## src/include/flow_cfg.svh

```systemverilog
// Build-time sizes for the time-gated flow controller, included by packages and benches

`ifndef FLOW_CFG_SVH
`define FLOW_CFG_SVH

// ----------------------------------------------------------------------
// Datapath widths
// ----------------------------------------------------------------------

// One stream beat carries 64 data bits
// Header beats reuse the data field as the timestamp
`define FLOW_DATA_W 64

// System time and header timestamps share this width
`define FLOW_TIME_W 64

// Release delta programmed through the CSR
`define FLOW_DELTA_W 32

// ----------------------------------------------------------------------
// Buffering
// ----------------------------------------------------------------------

// Default ingress buffer depth in beats
// Must stay a power of two so the pointers wrap naturally
`define FLOW_FIFO_DEPTH 1024

`endif

```

## src/source/flow_stream_pkg.sv

```systemverilog
// Stream-side types for the flow controller: beat layout and release FSM states

`default_nettype none

`include "flow_cfg.svh"

package flow_stream_pkg;

   // ----------------------------------------------------------------------
   // Beat format
   // ----------------------------------------------------------------------

   // One transfer on either stream port
   // First beat of a packet holds the scheduled timestamp in data
   // Later beats are opaque payload
   typedef struct packed {
      logic [`FLOW_DATA_W-1:0] data;
      // High on the final beat of a packet
      logic                    last;
   } stream_beat_t;

   // ----------------------------------------------------------------------
   // Release control states
   // ----------------------------------------------------------------------

   // WAIT_HEADER  next head beat is a header, not yet checked
   // HOLD_HEADER  header at the head is waiting for its time
   // PASS_PAYLOAD header has left, payload flows until last
   typedef enum logic [1:0] {
      WAIT_HEADER  = 2'd0,
      HOLD_HEADER  = 2'd1,
      PASS_PAYLOAD = 2'd2
   } release_state_t;

endpackage

`default_nettype wire

```

## src/source/egress_stage.sv

```systemverilog
// Output skid register; decouples downstream back-pressure from the buffer read path

`default_nettype none

module egress_stage
   import flow_stream_pkg::*;
(
   input  wire logic   clk,
   input  wire logic   reset_time,
   // From the release logic
   input  wire stream_beat_t rel_beat,
   input  wire logic   rel_valid,
   output logic        rel_ready,
   // Downstream port
   output stream_beat_t out_beat,
   output logic        out_valid,
   input  wire logic   out_ready
);

   // Main entry drives the output, skid entry catches a beat during a stall
   stream_beat_t main_q;
   stream_beat_t skid_q;
   logic         main_valid;
   logic         skid_valid;

   logic accept;
   logic drain;

   // Ready depends only on local state, no path from out_ready
   assign rel_ready = !skid_valid;

   assign accept = rel_valid && rel_ready;
   assign drain  = main_valid && out_ready;

   assign out_beat  = main_q;
   assign out_valid = main_valid;

   // ----------------------------------------------------------------------
   // Entry occupancy
   // ----------------------------------------------------------------------

   always_ff @(posedge clk) begin
      if (reset_time) begin
         main_valid <= 1'b0;
         skid_valid <= 1'b0;
      end else begin
         // Main stays full if it kept its beat, took a new one or took the skid beat
         main_valid <= (main_valid && !out_ready) || accept || skid_valid;
         // Skid fills only when a beat arrives behind a stalled main entry
         skid_valid <= skid_valid ? !drain : (accept && main_valid && !out_ready);
      end
   end

   // ----------------------------------------------------------------------
   // Payload
   // ----------------------------------------------------------------------

   always_ff @(posedge clk) begin
      if (skid_valid) begin
         // Skid beat is older, it moves up once main drains
         if (drain) begin
            main_q <= skid_q;
         end
      end else if (accept) begin
         if (!main_valid || out_ready) begin
            main_q <= rel_beat;
         end else begin
            skid_q <= rel_beat;
         end
      end
   end

   // ----------------------------------------------------------------------
   // Checks
   // ----------------------------------------------------------------------

   // Stalled output must hold its beat until taken
   a_stall_stable : assert property (@(posedge clk) disable iff (reset_time)
      (out_valid && !out_ready) |=> (out_valid && $stable(out_beat)))
      else $error("output beat changed while stalled");

endmodule

`default_nettype wire

```

## config.mk

```make
export PLATFORM = sky130hd
export DESIGN_NAME = egress_stage
export DESIGN_NICKNAME = d
export VERILOG_FILES = /design/src/source/flow_stream_pkg.sv /design/src/source/egress_stage.sv
export VERILOG_INCLUDE_DIRS = /design/src /design/src/include
export SDC_FILE = /design/constraint.sdc
export NUM_CORES = 1
export LEC_CHECK = 0
export BUFFER_PORTS_ARGS = -buffer_cell sky130_fd_sc_hd__buf_4
export CELL_PAD_IN_SITES_DETAIL_PLACEMENT = 0
export CELL_PAD_IN_SITES_GLOBAL_PLACEMENT = 1
export CORE_ASPECT_RATIO = 0.9
export CORE_MARGIN = 2
export CORE_UTILIZATION = 25
export DETAILED_ROUTE_END_ITERATION = 7
export PLACE_DENSITY_LB_ADDON = 0.1
export SYNTH_ARGS = -nofsm -noshare
export SYNTH_HDL_FRONTEND = slang
export SYNTH_SLANG_ARGS = --single-unit
```

## constraint.sdc

```tcl
create_clock -name clk -period 8 [get_ports clk]
set_clock_uncertainty 0.1 [all_clocks]
set_input_delay 1.6 -clock clk [delete_from_list [all_inputs] [get_ports clk]]
set_output_delay 1.6 -clock clk [all_outputs]
set_load 0.05 [all_outputs]
```

==> run metrics <==
CTS Hold Buffers Added 0; FILL cells 1,905; Rows 49; Cell Area, Synth 0.00506 mm^2; Synth Area per Inst 23.7 um^2; Crit path required time 7960 ps; FF+latch count, synth 132; pre-CTS setup slack 4110 ps; drt via density 3.89; sequential cell area 0.00395 mm^2; slowest CP cell nor2b_4; drt wl/cell 16.2 um; setup_tns 0 ps; gr ovfl total 0; first-pass GRT wire length 15,300 um; CTS tree done; io pins 136; initial antenna violation count 0; CTS root buf clkbuf_16; CP max FO 37; htree depth 4; vias 2,460; leakage power total 2.66 nW; chip height 139 um; Hold Slack 435 ps; Pwr Total 1.84 mW; Worst VDD drop 0.141 mV; largest delay contributor family on the critical path simple AND/OR/NAND/NOR gates; RSZ-0062 raised after global routing false; Final nets 434; worst skew pair latency 410 ps; max incr delay on CP 920 ps; fraction of layout cells with a size suffix above 1 61.9%; largest net degree at the start of global routing 50; initial detailed-routing violation count 126; Power Dens Cells 265 mW/mm^2; Crit path arrival time 3340 ps; Design Area, Final 0.00694 mm^2; placed cell areas 0.00636 mm^2; Worst-Margin Slew 1120 ps; HPWL Detailed 6590 um; Core Area 0.0199 mm^2; Num CTS Buffers 17; PostCTS Resize Cnt 0; # DRC 0; clock slew at reported path FFs 50 ps; dpl cells 601; Final WS setup 4620 ps; final period utilization 42.2%; Layout Cells excl Fill 633; final setup vio count 0; Crit. End Element flip-flop; vias in the first global route 2,582; Cell variety after synth 12; final core occ 34.8%; sequential share of the synthesized area 77.9%; GRT Resource Usage Total 9.68%; WP buf/inv 2; postcts setup bufs 0; Die ar. 0.0214 mm^2; fin crit period 3380 ps; Setup CP Type in -> reg; area delta synth->final 37.0%; Routed Antenna Nets 0; Max transition margin 25.4%; Cell Chain, Critical Path buf_4, nand2b_1, nor2b_4, buf_4; max-cap violations 0; die width 154 um; multi-input combinational cell area 0.00104 mm^2; ANT cells 0; Sinks on Clock Net 132; deepest clock path buffer count 2; gpl congestion 0.671; Hold Vio Cnt, Final 0; Min-Delay Path Class reg -> reg; Fmax 296 MHz; Post-Syn Instances 214; most frequent cell on the critical path buf_4; Detailed Routing Iterations Pass 1 6; WL final 10,300 um; Worst Setup Start Kind primary input; syn_nets 283; status complete, no violations; YS warnings 0; IO Port Bufs 135; count of final max-slew check failures 0; initial core utilization 25.4%
## power by group
group | internal [mW] | switching (mW) | total, mW | leakage (nW)
Clock | 0.486 | 0.282 | 0.768 | 0.272
Sequential | 0.808 | 0.0153 | 0.823 | 1.23
Combinational | 0.0965 | 0.149 | 0.246 | 1.16
## cell usage after synthesis
master    count  area, um^2
inv_1         1        3.75
mux2i_1       1        10.0
nor2_1        1        3.75
nand2b_1      1        6.26
buf_6         8        90.1
dfxtp_1       2        40.0
nor3b_1       1        7.51
a211oi_1      1        7.51
nor2b_1       1        6.26
a21oi_1       2        10.0
edfxtp_1    130        3900
mux2_4       65         976
## per-layer routing
metal  vias up  GRT usage [%]  part of all wire (%)
met3        16           5.31                    10
met5         -              0                     0
met4         0           4.13                   1.5
li1       1154              -                     -
met2       101           13.8                    43
met1      1189           12.1                    46
## cell families after synthesis
| logic type | count (synthesis) | synth area share, % |
|---|---|---|
| mux | 66 | 19.5 |
| compound gates | 3 | 0.346 |
| buf+inv | 9 | 1.85 |
| simple gates | 4 | 0.470 |
| flops | 132 | 77.9 |
## state kept, by name (all words and copies together), names as in the netlist
| name | flops |
|---|---|
| out_beat | 65 |
| skid_q | 65 |
| out_valid | 1 |
| skid_valid | 1 |
## final cells by class
cell class	instances	area share, %
Clock buffer	21	6.35
Inverter	1	0.0541
Sequential cell	132	56.9
Tap cell	255	4.60
Multi-Input combinational cell	73	15.0
Timing Repair Buffer	140	15.2
Clock inverter	11	1.95
## cells in the final DEF (no fill, tap or decap), types with 2 or more instances in the layout
master      count
buf_4         140
mux2_4         65
clkbuf_1        4
bufinv_16       3
clkbuf_16      17
clkinv_2        3
a21oi_1         2
clkinvlp_4      3
clkinv_1        2
edfxtp_1      130
## path summary, 6_finish.rpt
check / startpoint / to / slack [ps] / depth (start not counted)
max: out_ready / out_beat[64] / 4620 / 4
min: out_valid / skid_valid / 430 / 1
max reg2reg: skid_valid / out_beat[64] / 5300 / 3
min reg2reg: out_valid / skid_valid / 430 / 1
(Power assumes the default switching activity.)
