## src/include/flow_cfg.svh

```systemverilog
// Build-time sizes for the time-gated flow controller, included by packages and benches

`ifndef FLOW_CFG_SVH
`define FLOW_CFG_SVH

// ----------------------------------------------------------------------
// Datapath widths
// ----------------------------------------------------------------------

// One stream beat carries 64 data bits
// Header beats reuse the data field as the timestamp
`define FLOW_DATA_W 64

// System time and header timestamps share this width
`define FLOW_TIME_W 64

// Release delta programmed through the CSR
`define FLOW_DELTA_W 32

// ----------------------------------------------------------------------
// Buffering
// ----------------------------------------------------------------------

// Default ingress buffer depth in beats
// Must stay a power of two so the pointers wrap naturally
`define FLOW_FIFO_DEPTH 1024

`endif

```

## src/source/flow_csr_pkg.sv

```systemverilog
// Control and timing types for the flow controller: CSR fields and system time

`default_nettype none

`include "flow_cfg.svh"

package flow_csr_pkg;

   // Free-running tick count since reset_time
   typedef logic [`FLOW_TIME_W-1:0] sys_time_t;

   // ----------------------------------------------------------------------
   // Control register
   // ----------------------------------------------------------------------

   // Static while packets are in flight
   // enable low freezes header release
   // time_delta lets headers leave this many ticks ahead of their timestamp
   typedef struct packed {
      logic                     enable;
      logic [`FLOW_DELTA_W-1:0] time_delta;
   } flow_csr_t;

endpackage

`default_nettype wire

```

## src/source/system_time_counter.sv

```systemverilog
// System time source; instantiate once and fan sys_time out to the gating logic

`default_nettype none

module system_time_counter
   import flow_csr_pkg::*;
(
   input  wire logic clk,
   input  wire logic reset_time,
   output sys_time_t sys_time
);

   // Counts clock ticks, zero in the first cycle after reset
   always_ff @(posedge clk) begin
      if (reset_time) begin
         sys_time <= '0;
      end else begin
         sys_time <= sys_time + sys_time_t'(1);
      end
   end

   // ----------------------------------------------------------------------
   // Checks
   // ----------------------------------------------------------------------

   // Time never skips or stalls once reset has been released
   // Release decisions downstream depend on this
   property p_time_steps_by_one;
      @(posedge clk) disable iff (reset_time)
         !$past(reset_time) |-> (sys_time == $past(sys_time) + sys_time_t'(1));
   endproperty

   a_time_steps_by_one : assert property (p_time_steps_by_one)
      else $error("system time did not advance by one tick");

endmodule

`default_nettype wire

```

## config.mk

```make
export PLATFORM = sky130hd
export DESIGN_NAME = system_time_counter
export DESIGN_NICKNAME = d
export VERILOG_FILES = /design/src/source/flow_csr_pkg.sv /design/src/source/system_time_counter.sv
export VERILOG_INCLUDE_DIRS = /design/src /design/src/include
export SDC_FILE = /design/constraint.sdc
export NUM_CORES = 1
export LEC_CHECK = 0
export ABC_AREA = 0
export BUFFER_PORTS_ARGS = -buffer_cell sky130_fd_sc_hd__buf_4
export CORE_MARGIN = 5
export CORE_UTILIZATION = 37
export DETAILED_ROUTE_END_ITERATION = 16
export PLACE_DENSITY = 0.63
export SYNTH_ARGS = -nofsm -noshare
export SYNTH_HDL_FRONTEND = slang
export SYNTH_SLANG_ARGS = --single-unit
```

## constraint.sdc

```tcl
create_clock -name clk -period 5.88 [get_ports clk]
set_clock_uncertainty 0.15 [all_clocks]
set_input_delay 0 -clock clk [delete_from_list [all_inputs] [get_ports clk]]
set_output_delay 0 -clock clk [all_outputs]
set_load 0.05 [all_outputs]
```

==> run metrics <==
status complete, no violations; Sink Count 64; max frequency around 0.36 GHz; # port buffers 65; row cnt 32; Hold WS between 0.015 and 0.02 ns; Ant. Diodes 0; vias around 2,700; Finished Layout Cells a little over 500; syn_area_per_cell around 8.5 sq um; Worst-path clk slew roughly 0.070 ns; hold crit path type input pin to flop; vias in the first global route 2,469; CP startpoint kind flop; register area share after synthesis approximately 44%; Setup violations, final 0; Die Span Y roughly 99 um; Hold Path Origin reset_time; CTS Hold Buffers Added 0; Gate Count Post-Synth around 340; largest net degree at the start of global routing 65; chip width 99.00 um; Worst EP arrival around 2.9 ns; synthesized area ~3000 sq um; peak supply drop about 120 uV; part of the cycle the worst path needs a little under half; Crit path buffers/inverters 0; Synth Warn # 0; Routed Antenna Nets 0; worst r2r path cells 5; post_cts resized 0; first-pass GRT wire length ~12,000 um; Post-route DRC 0; initial DRC count roughly 120; CTS tree built; Root Driver clkbuf_8; DP HPWL 4982 um; CTS HTree Levels 3; CTS max path bufs 2; post-CTS setup buffer count 0; required time worst endpoint roughly 6.0 ns; Initial Utilization 37.92%; dpl cells ~500; Fin. Hold Viols 0; Power Dens Cells 214.2 nW/um^2; post-route minimum period 2.791 ns; Slew @ Worst Pin between 0.7 and 0.8 ns; Critical Path, Cell by Cell nand4_1 > nor4_4 > nand4_1 > or4_1 > a21oi_1; #FFs+latches synth 64; Largest Register sys_time; DRT Pass-1 Iters 4; Final Wtd Congestion 0.7605; Worst Setup End Kind flop; Yosys cell types 31; area growth from synthesis to layout 25.88%; crit-path max cell delay 0.63 ns; multi-input logic area 1592 sq um; vias per std cell 5.145; slowest stage cell, crit path or4_1; hold path endpoint sys_time[0]$_SDFF_PP0_; FF+latch area approximately 1300 sq um; CP top delay family simple AND/OR/NAND/NOR gates; CP max FO 11; Syn Nets about 350; die area a little under 10,000 sq um; Reg-to-Reg Start sys_time[32]$_SDFF_PP0_; Pins Over Slew Limit 0; final wirelength roughly 7100 um; Core Footprint 7727 sq um; Leakage ~1.3 nW; Hold Path Stages 2; Largest regs sys_time x64; Clock Latency Late Sink about 0.34 ns; Crit path top cell by count nand4_1; layout cells sized above 1 21.20%; nets@finish between 400 and 500; flop2flop setup slack 3.09 ns; RR Endpoint sys_time[63]$_SDFF_PP0_; initial antenna violation count 0; Largest register FFs between 60 and 70; Total Routing Usage GR between 10 and 15%; IO Count 66; gr ovfl total 0; Max Cap Violations 0; Slew HR around 47%; routed len/inst around 14 um; Setup CP Type flop to flop; CTS buffer count 9; fillcell total 803; setup TNS 0 ns; RSZ-0062 raised after global routing no
cell type report:
cell class | count | share of cell area (%)
Multi-Input combinational cell | 264 | 43.15
Sequential cell | 64 | 34.74
Timing Repair Buffer | 67 | 13.64
Clock buffer | 15 | 4.512
Tap cell | 102 | 3.460
Inverter | 5 | 0.5088
logic make-up after synthesis:
logic type / share of synthesized area, %
and+or+nand+nor: 34.07
DFF: 43.72
AOI/OAI and AO/OA: 7.857
xor gates and xnor gates: 11.96
buffers and inverters: 1.964
adders and majority gates: 0.4269
worst register-to-register path, stage by stage, from the launching register on:
cell and delay [ns]:
dfxtp_1 0.44, nand4_1 0.30, nor4_4 0.59, nand4_1 0.45, or4_1 0.63, a21oi_1 0.16
cells in the final DEF, fill, tap and decap left out:
master    count
inv_1         5
nand3_4       1
a21oi_1      22
buf_4        67
or4_1         7
nor4_2        1
nor2b_1       1
xor2_1       29
and4_1        2
ha_1          1
nor3_1        5
or2_2         2
and3_1        6
dfxtp_1      64
nand4_4       1
clkbuf_1      4
nor4_1        5
or3_1        20
nor3_2        1
nand3_2       1
o21ai_0      18
nor4_4        2
nand4_1      30
nand3_1      20
nand4_2       1
nor2_1       52
xnor2_1      11
clkbuf_8     11
o31ai_1       4
nand2_1      20
and2_1        1
metrics by stage:
stage	power (W)	setup WS [ns]	util (%)	cell area [sq um]
floorplan	0.0004614	3.229	-	2930
global placement	0.0004669	3.219	45.58	3522
detailed placement	0.0004670	3.126	45.58	3522
CTS	0.0008019	3.092	47.73	3689
global route	0.0008208	2.903	47.73	3689
finish	0.0007900	3.089	47.73	3689
where the power goes:
| group | leakage [nW] | switching, W | internal [W] | total (W) |
|---|---|---|---|---|
| Clock | 0.0838 | 0.000159 | 0.000175 | 0.000333 |
| Combinational | 0.744 | 0.0000151 | 0.00000436 | 0.0000194 |
| Sequential | 0.516 | 0.00000215 | 0.000435 | 0.000437 |
| Total | 1.34 | 0.000176 | 0.000614 | 0.000790 |
cell usage after synthesis:
| master | number | share of area [%] |
|---|---|---|
| and3_1 | 6 | 1.3 |
| a21oi_1 | 22 | 3.8 |
| inv_1 | 5 | 0.64 |
| nand4_4 | 1 | 0.73 |
| nand2_1 | 20 | 2.6 |
| nor2b_1 | 1 | 0.21 |
| buf_2 | 1 | 0.17 |
| o21ai_0 | 18 | 3.1 |
| ha_1 | 1 | 0.43 |
| nand4_2 | 1 | 0.43 |
| xor2_1 | 29 | 8.7 |
| or3_1 | 20 | 4.3 |
| and2_1 | 1 | 0.21 |
| xnor2_1 | 11 | 3.3 |
| clkbuf_1 | 7 | 0.90 |
| or4_1 | 7 | 1.8 |
| dfxtp_1 | 64 | 44 |
| nor3_2 | 1 | 0.34 |
| nor4_1 | 5 | 1.1 |
| nand3_1 | 20 | 3.4 |
| nand4_1 | 30 | 6.4 |
| and4_1 | 2 | 0.60 |
| nor4_4 | 2 | 1.5 |
| buf_1 | 2 | 0.26 |
| nand3_4 | 1 | 0.60 |
| or2_2 | 2 | 0.43 |
| o31ai_1 | 4 | 1.0 |
| nand3_2 | 1 | 0.34 |
| nor4_2 | 1 | 0.43 |
| nor3_1 | 5 | 0.85 |
| nor2_1 | 52 | 6.7 |
worst max path at each step:
stage / start / to / slack, ns / depth (start not counted)
after floorplan: sys_time[0]$_SDFF_PP0_ / sys_time[62]$_SDFF_PP0_ / 3.23 / 6
after global placement: sys_time[32]$_SDFF_PP0_ / sys_time[63]$_SDFF_PP0_ / 3.22 / 5
after detailed placement: sys_time[32]$_SDFF_PP0_ / sys_time[63]$_SDFF_PP0_ / 3.13 / 5
after CTS: sys_time[32]$_SDFF_PP0_ / sys_time[63]$_SDFF_PP0_ / 3.09 / 5
after global routing: sys_time[0]$_SDFF_PP0_ / sys_time[60]$_SDFF_PP0_ / 2.90 / 6
final: sys_time[32]$_SDFF_PP0_ / sys_time[63]$_SDFF_PP0_ / 3.09 / 5
routing by layer:
metal	vias up	routed length, um	global-route usage [%]
met4	0	131	7.563
met1	1211	3259	17.52
met5	-	0	0
met3	14	465	4.812
li1	1368	-	-
met2	67	3230	22.78
Power figures use the tool's default switching activity.
