===== src/include/flow_cfg.svh =====
// Build-time sizes for the time-gated flow controller, included by packages and benches

`ifndef FLOW_CFG_SVH
`define FLOW_CFG_SVH

// ----------------------------------------------------------------------
// Datapath widths
// ----------------------------------------------------------------------

// One stream beat carries 64 data bits
// Header beats reuse the data field as the timestamp
`define FLOW_DATA_W 64

// System time and header timestamps share this width
`define FLOW_TIME_W 64

// Release delta programmed through the CSR
`define FLOW_DELTA_W 32

// ----------------------------------------------------------------------
// Buffering
// ----------------------------------------------------------------------

// Default ingress buffer depth in beats
// Must stay a power of two so the pointers wrap naturally
`define FLOW_FIFO_DEPTH 1024

`endif


===== src/source/flow_stream_pkg.sv =====
// Stream-side types for the flow controller: beat layout and release FSM states

`default_nettype none

`include "flow_cfg.svh"

package flow_stream_pkg;

   // ----------------------------------------------------------------------
   // Beat format
   // ----------------------------------------------------------------------

   // One transfer on either stream port
   // First beat of a packet holds the scheduled timestamp in data
   // Later beats are opaque payload
   typedef struct packed {
      logic [`FLOW_DATA_W-1:0] data;
      // High on the final beat of a packet
      logic                    last;
   } stream_beat_t;

   // ----------------------------------------------------------------------
   // Release control states
   // ----------------------------------------------------------------------

   // WAIT_HEADER  next head beat is a header, not yet checked
   // HOLD_HEADER  header at the head is waiting for its time
   // PASS_PAYLOAD header has left, payload flows until last
   typedef enum logic [1:0] {
      WAIT_HEADER  = 2'd0,
      HOLD_HEADER  = 2'd1,
      PASS_PAYLOAD = 2'd2
   } release_state_t;

endpackage

`default_nettype wire


===== src/source/flow_csr_pkg.sv =====
// Control and timing types for the flow controller: CSR fields and system time

`default_nettype none

`include "flow_cfg.svh"

package flow_csr_pkg;

   // Free-running tick count since reset_time
   typedef logic [`FLOW_TIME_W-1:0] sys_time_t;

   // ----------------------------------------------------------------------
   // Control register
   // ----------------------------------------------------------------------

   // Static while packets are in flight
   // enable low freezes header release
   // time_delta lets headers leave this many ticks ahead of their timestamp
   typedef struct packed {
      logic                     enable;
      logic [`FLOW_DELTA_W-1:0] time_delta;
   } flow_csr_t;

endpackage

`default_nettype wire


===== src/source/release_control.sv =====
// Release FSM; holds each packet header until its scheduled time, then lets the packet through

`default_nettype none

module release_control
   import flow_stream_pkg::*;
   import flow_csr_pkg::*;
(
   input  wire logic   clk,
   input  wire logic   reset_time,
   input  wire flow_csr_t csr,
   input  wire sys_time_t sys_time,
   // Head of the ingress buffer
   input  wire stream_beat_t head_beat,
   input  wire logic   head_valid,
   output logic        head_pop,
   // Toward the egress stage
   output stream_beat_t rel_beat,
   output logic        rel_valid,
   input  wire logic   rel_ready
);

   localparam int TIME_W = $bits(sys_time_t);

   // Extra bit keeps the sum from wrapping near the top of time
   typedef logic [TIME_W:0] wide_time_t;

   release_state_t state_q;
   release_state_t state_d;

   wide_time_t release_time;
   wide_time_t header_time;
   logic       header_due;
   logic       may_leave;

   // ----------------------------------------------------------------------
   // Release rule
   // ----------------------------------------------------------------------

   // Current time pushed forward by the programmed delta
   assign release_time = wide_time_t'(sys_time) + wide_time_t'(csr.time_delta);

   // Header data field is the scheduled timestamp
   assign header_time = wide_time_t'(sys_time_t'(head_beat.data));

   // Header may go once enabled and its time has come
   assign header_due = csr.enable && (release_time >= header_time);

   // Payload beats are never gated, only the header is
   assign may_leave = (state_q == PASS_PAYLOAD) || header_due;

   assign rel_valid = head_valid && may_leave;
   assign rel_beat  = head_beat;

   // Pop only on an actual transfer into the egress stage
   assign head_pop = rel_valid && rel_ready;

   // ----------------------------------------------------------------------
   // State machine
   // ----------------------------------------------------------------------

   always_comb begin
      state_d = state_q;
      case (state_q)
         WAIT_HEADER, HOLD_HEADER: begin
            if (head_pop) begin
               // Single-beat packet goes straight back to header search
               state_d = head_beat.last ? WAIT_HEADER : PASS_PAYLOAD;
            end else if (head_valid && !header_due) begin
               state_d = HOLD_HEADER;
            end
         end
         PASS_PAYLOAD: begin
            // Next beat after the last one is a new header
            if (head_pop && head_beat.last) begin
               state_d = WAIT_HEADER;
            end
         end
         default: begin
            state_d = WAIT_HEADER;
         end
      endcase
   end

   always_ff @(posedge clk) begin
      if (reset_time) begin
         state_q <= WAIT_HEADER;
      end else begin
         state_q <= state_d;
      end
   end

   // ----------------------------------------------------------------------
   // Checks
   // ----------------------------------------------------------------------

   // A header never leaves early or while release is frozen
   // Raw timestamp compared against time plus delta at the pop
   property p_no_early_header;
      @(posedge clk) disable iff (reset_time)
         (head_pop && (state_q != PASS_PAYLOAD)) |->
            (csr.enable && (({1'b0, sys_time} + csr.time_delta) >= {1'b0, head_beat.data}));
   endproperty

   a_no_early_header : assert property (p_no_early_header)
      else $error("header popped before its release time");

endmodule

`default_nettype wire


===== config.mk =====
export PLATFORM = sky130hd
export DESIGN_NAME = release_control
export DESIGN_NICKNAME = d
export VERILOG_FILES = /design/src/source/flow_stream_pkg.sv /design/src/source/flow_csr_pkg.sv /design/src/source/release_control.sv
export VERILOG_INCLUDE_DIRS = /design/src /design/src/include
export SDC_FILE = /design/constraint.sdc
export NUM_CORES = 1
export LEC_CHECK = 0
export ABC_AREA = 1
export BUFFER_PORTS_ARGS = -buffer_cell sky130_fd_sc_hd__buf_2
export CAP_MARGIN = 5
export CORE_UTILIZATION = 36
export DETAILED_ROUTE_END_ITERATION = 10
export PLACE_DENSITY = 0.67
export SETUP_SLACK_MARGIN = 0.02
export SYNTH_ARGS = -nofsm -noshare
export SYNTH_HDL_FRONTEND = slang
export SYNTH_SLANG_ARGS = --single-unit

===== constraint.sdc =====
create_clock -name clk -period 5.2 [get_ports clk]
set_input_delay 1.04 -clock clk [delete_from_list [all_inputs] [get_ports clk]]
set_output_delay 1.04 -clock clk [all_outputs]
set_load 0.005 [all_outputs]

==> results of run 1 <==
[placed cells by master, fill, tap and decap left out, types with 3 or more instances in the layout]
| cell | synthesis | final |
|---|---|---|
| a21o_2 | 3 | 3 |
| nand3_2 | 6 | 6 |
| nand2_4 | 5 | 5 |
| nor3_1 | 15 | 15 |
| nor2_1 | 55 | 46 |
| xor2_1 | 44 | 44 |
| o21ai_0 | 23 | 16 |
| nand4_1 | 21 | 21 |
| buf_4 | 65 | 156 |
| a31oi_2 | 0 | 4 |
| xnor2_1 | 18 | 18 |
| ha_4 | 0 | 21 |
| inv_1 | 136 | 134 |
| nand2_2 | 10 | 19 |
| o21ai_1 | 4 | 9 |
| nand3_1 | 16 | 15 |
| inv_2 | 4 | 6 |
| nand2_1 | 151 | 141 |
| a21oi_1 | 55 | 42 |
| nor3_2 | 5 | 5 |
| a31oi_4 | 2 | 4 |
| a21oi_2 | 2 | 15 |
| ha_1 | 96 | 73 |
| a21o_1 | 7 | 7 |
| buf_6 | 0 | 5 |
| buf_2 | 0 | 230 |
| nor2_2 | 6 | 14 |
| a31oi_1 | 15 | 9 |
| clkbuf_16 | 0 | 3 |
| a21oi_4 | 3 | 3 |
| nor4_1 | 7 | 5 |
[worst register-to-register path: cells and delay by family (launching register included)]
| family | cells | cell delay [ns] |
|---|---|---|
| buffers and inverters | 3 | 0.26 |
| AND/OR/NAND/NOR | 4 | 0.35 |
| AO/OA/AOI/OAI | 1 | 0.11 |
| flip-flops | 1 | 0.35 |
[layout make-up]
class / count / share of cell area
multi-input cells: 592 / 0.583
flip-flops and latches: 2 / 0.00512
inverters: 140 / 0.0672
clock buffers: 3 / 0.00960
repair buffers: 392 / 0.307
well taps: 180 / 0.0288
[how the worst min path moves through the flow]
stage | from | endpoint | slack [ns] | depth (start not counted)
3_3_place_gp | state_q[0] | state_q[0] | 0.51 | 4
6_report | state_q[0] | state_q[0] | 0.54 | 4
4_1_cts | state_q[0] | state_q[0] | 0.54 | 4
3_5_place_dp | state_q[0] | state_q[0] | 0.53 | 4
2_1_floorplan | state_q[0] | state_q[0] | 0.50 | 4
5_1_grt | state_q[0] | state_q[0] | 0.59 | 4
[power by group through the flow]
stage / logic [mW] / registers, mW / clock network (mW)
global placement: 0.738 / 0.0170 / 0
finish: 0.847 / 0.0169 / 0.116
detailed placement: 0.747 / 0.0170 / 0
floorplan: 0.445 / 0.0170 / 0
global route: 0.949 / 0.0170 / 0.119
CTS: 0.809 / 0.0168 / 0.117
[timing repair]
item                                    CTS  global route
setup buffers                            21             6
hold endpoints to repair                  0             0
cloned                                    0             0
endpoints found under the setup margin    2             3
resized for setup                        48            39
pin swaps                                30            44
[logic make-up after synthesis]
logic type	Yosys count	share of synthesized area
buf+inv	205	0.199
compound gates	126	0.160
flops	2	0.00785
xor+xnor	62	0.106
fa+ha+maj	97	0.239
simple gates	307	0.288
[routing by layer]
layer / wire, µm / vias up
li1: - / 3230
met4: 131 / 0
met1: 7520 / 2733
met3: 640 / 8
met5: 0 / -
met2: 8340 / 154
==> results.md, run 1 <==
- Initial antenna violation count: 0
- WS Path Type: primary input to output pin
- Worst Path Required: 4.16 ns
- Filler instances: 1338
- Hold/Removal Path Class: flip-flop to flip-flop
- Startpoint Class: primary input
- Share of layout cells above drive strength 1: 0.462
- Slowest cell on the critical path: nor4_4
- RSZ-0062 raised after global routing: true
- Core Region: 13800 µm²
- Pins Over Slew Limit: 0
- Via-to-Cell Ratio: 4.68
- FF-to-FF Start: state_q[1]
- Post-route cell area: 7820 µm²
- Worst stage delay on the critical path: 0.35 ns
- Initial Utilization: 0.369
- Total GRT Usage: 0.224
- H-tree levels: 1
- FMAX: 0.172 GHz
- R2r endpoint: state_q[1]
- Most common cell in the netlist: nand2_1
- Drc violations: 0
- Overall power: 980 µW
- Syn Inst Count: 799
- CTS Buffer Depth: 2
- Clock Sinks: 2
- Post-route insts no fill: 1309
- Placer Congestion: 0.902
- Final setup skew: 0.00189 ns
- Slew HR: 0.690
- Largest register FFs: 2
- FF-to-FF setup slack: 4.06 ns
- CP endpoint: head_pop
- Placed Cells: 1279
- Largest net degree at the start of global routing: 6
- Post-layout util: 0.566
- ANT cells: 0
- Routed wire length: 16600 µm
- Max-cap violations: 0
- Post-synthesis cell type count: 49
- Yosys warns: 0
- Min Hold Slack: 0.538 ns
- Psw: 443 µW
- Post-synth top area share: 0.235
- Root buffer cell: clkbuf_16
- VDD IR max: 0.0602 mV
- Mapped cell area: 5100 µm²
- Met1 usage in global routing: 0.280
- Multi-input logic area: 4560 µm²
- Vias in the first global route: 6028
- Clk_lat worst skew: 0.22 ns
- Seq/Total Area, Yosys: 0.00785
- Synth top cells by count: 151 x nand2_1, 136 x inv_1, 96 x ha_1
- Seq pwr share: 0.017
- Post-layout min period: 5.80 ns
- DP HPWL: 14200 µm
- Drt wl/cell: 12.7 µm
- CTS Hold Bufs: 0
- Crit path max-delay family: simple AND/OR/NAND/NOR gates
- Tcrit/Tclk final: 1.12
- Row cnt: 43
- Combinational share of power: 0.864
- DR pass1 iterations: 4
- Place WS: -0.768 ns
- Syn_nets: 1062
- Die area: 14700 µm²
- PortBufs: 232
- Vias: 6125
- Top post-synthesis cells by area: ha_1 24%, nand2_1 11%, inv_1 10%
- Int Pwr: 537 µW
- Final Hold Fails: 0
- Worst Tran Pin Value: 0.461 ns
- DRT iter0 DRCs: 226
- Global-route wire length before repair: 26700 µm
- Final WS setup: -0.598 ns
- Post-DRT Antenna Nets: 0
- Clock network fraction of total power: 0.118
- # IOs: 233
- TritonCTS clock tree: yes
- Failing checks: setup timing
- M3 GR Usage: 0.0127
- Dpl cell area: 7050 µm²
- Ys async rst share: 0
- Status: finished with violations
- Reg2reg path depth: 8
- Syn avg cell area: 6.39 µm²
- Layout overhead on the synthesized area: 53.3%
- Cts bufs inserted: 3
- Clock slew at reported path FFs: 0.03 ns
- Layer with the highest usage: met2
- # nets final: 1394
- Met2 Usage GRT: 0.424
- Post-synth top area cell: ha_1
- Leak Pwr: 4.29 nW
- Buf/Inv on CP: 6
- Main synth FF type: dfxtp_1
- PwrDens: 125 nW/µm²
- Final Setup Violations: 2
- Largest register by flop count: state_q
- Worst EP arrival: 4.76 ns
- Post-synth EDFFs: 0
- Die X: 121 µm
- CP Capture Type: output pin
- Grt total ovfl: 0
- Critical path depth: 30
- Maximum fanout along the worst path: 3
- CP Launch Point: csr[14]
- Largest regs: state_q (2)
- Setup TNS: -1.14 ns
- Yosys reg bits: 2
- Die Y: 121 µm
- FF/Latch Area: 40.0 µm²
- Sw Share: 0.452
(Power assumes the default switching activity.)
==> run 2: changes to the inputs <==
- CTS_BUF_LIST: not set -> sky130_fd_sc_hd__clkbuf_4 sky130_fd_sc_hd__clkbuf_8
- SKIP_LAST_GASP: not set -> 1
==> results.md, run 2 (synthesis results as in run 1) <==
- Largest net degree at the start of global routing: 6
- Tcrit/Tclk final: 1.10
- PwrDens: 120 nW/µm²
- DR pass1 iterations: 4
- Final Setup Violations: 2
- Vias in the first global route: 5995
- Hold/Removal Path Class: flip-flop to flip-flop
- Clk_lat worst skew: 0.21 ns
- Die X: 121 µm
- Startpoint Class: primary input
- Slew HR: 0.664
- Final Hold Fails: 0
- Global-route wire length before repair: 26600 µm
- Maximum fanout along the worst path: 5
- DP HPWL: 14200 µm
- Drc violations: 0
- Die area: 14700 µm²
- CP Capture Type: output pin
- RSZ-0062 raised after global routing: true
- Worst EP arrival: 4.67 ns
- Die Y: 121 µm
- Min Hold Slack: 0.532 ns
- Root buffer cell: clkbuf_8
- PortBufs: 232
- VDD IR max: 0.0662 mV
- DRT iter0 DRCs: 206
- Failing checks: setup timing
- Core Region: 13800 µm²
- Cts bufs inserted: 3
- Worst Path Required: 4.16 ns
- Largest regs: state_q (2)
- Worst stage delay on the critical path: 0.34 ns
- Total GRT Usage: 0.223
- Final setup skew: 0.00150 ns
- Via-to-Cell Ratio: 4.73
- Vias: 6210
- Routed wire length: 16900 µm
- Post-DRT Antenna Nets: 0
- Overall power: 957 µW
- Initial Utilization: 0.369
- Row cnt: 43
- WS Path Type: primary input to output pin
- Layout overhead on the synthesized area: 56.3%
- Largest register by flop count: state_q
- FMAX: 0.175 GHz
- Post-layout min period: 5.71 ns
- Crit path max-delay family: simple AND/OR/NAND/NOR gates
- Worst Tran Pin Value: 0.500 ns
- Slowest cell on the critical path: nor4_4
- Status: finished with violations
- Leak Pwr: 4.31 nW
- Placer Congestion: 0.902
- Largest register FFs: 2
- Share of layout cells above drive strength 1: 0.485
- CTS Buffer Depth: 2
- Pins Over Slew Limit: 0
- TritonCTS clock tree: yes
- Clock Sinks: 2
- Clock slew at reported path FFs: 0.03 ns
- Drt wl/cell: 12.8 µm
- Commonest cells after routing, fill and taps aside: 229 x buf_2, 160 x buf_4, 138 x nand2_1
- H-tree levels: 1
- Initial antenna violation count: 0
- Grt total ovfl: 0
- # nets final: 1398
- ANT cells: 0
- Buf/Inv on CP: 5
- Commonest non-fill, non-tap cell in the layout: buf_2
- Final WS setup: -0.514 ns
- Max-cap violations: 0
- # IOs: 233
[run 2: cell types whose count changed in the layout (fill, tap and decap cells not counted), moves of 3 or more]
cell | previous run | this run
ha_4 | 21 | 26
o21ai_0 | 16 | 13
nand2_1 | 141 | 138
nor2_2 | 14 | 17
nand2_2 | 19 | 22
nor2_4 | 2 | 5
ha_1 | 73 | 69
nor2_1 | 46 | 40
a21oi_1 | 42 | 37
a21oi_2 | 15 | 18
nand3_2 | 6 | 9
buf_4 | 156 | 160
clkbuf_8 | 0 | 3
clkbuf_16 | 3 | 0
[run 2: worst register-to-register path: cells and delay by family (launching register included)]
kind                   cells  cell delay, ns
AOI/OAI and AO/OA          1            0.11
and+or+nand+nor            4            0.31
DFF                        1            0.35
buffers and inverters      3            0.26
[run 2: area by class of cell]
class / instances / area, µm²
clock buffer: 3 / 41.3
fill: 1301 / 5850
inverter: 140 / 526
multi-input combinational: 592 / 4710
sequential: 2 / 40.0
tap: 180 / 225
timing repair buffer: 396 / 2430
[run 2: repair_timing]
action	CTS	global route
cloned	0	0
resized for setup	48	71
endpoints found under the setup margin	2	3
buffers inserted	21	10
pin swaps	30	50
hold buffers	0	0
[run 2: routing by layer]
metal | wire (µm) | GRT usage
met3 | 667 | 0.00846
met4 | 146 | 0.0347
met5 | 0 | 0
met1 | 7550 | 0.282
met2 | 8490 | 0.420
[run 2: worst paths after layout]
path,startpoint,to,slack [ns],cells after the start
hold / removal,state_q[0],state_q[0],0.53,4
setup / recovery,csr[12],head_pop,-0.51,29
hold reg to reg,state_q[0],state_q[0],0.53,4
setup reg to reg,state_q[1],state_q[1],4.09,8
[run 2: per-stage QoR]
step                      utilization  std cells  instance area [µm²]  setup WS, ns  setup TNS [ns]
final                           0.577       1313                 7980        -0.514          -0.992
after global routing            0.577       1313                 7980        -0.813           -1.60
after CTS                       0.546       1303                 7550        -0.527          -0.986
after detailed placement        0.510       1279                 7050        -0.768           -1.45
after global placement          0.510       1279                 7050        -0.792           -1.51
after floorplan                     -        799                 5140        0.0351               0
[run 2: report_power, final]
part	switching (mW)	total [mW]	internal, mW	leakage [nW]
Sequential	0.000336	0.0169	0.0165	0.0164
Combinational	0.440	0.879	0.439	4.27
Clock	0.0129	0.0619	0.0490	0.0216
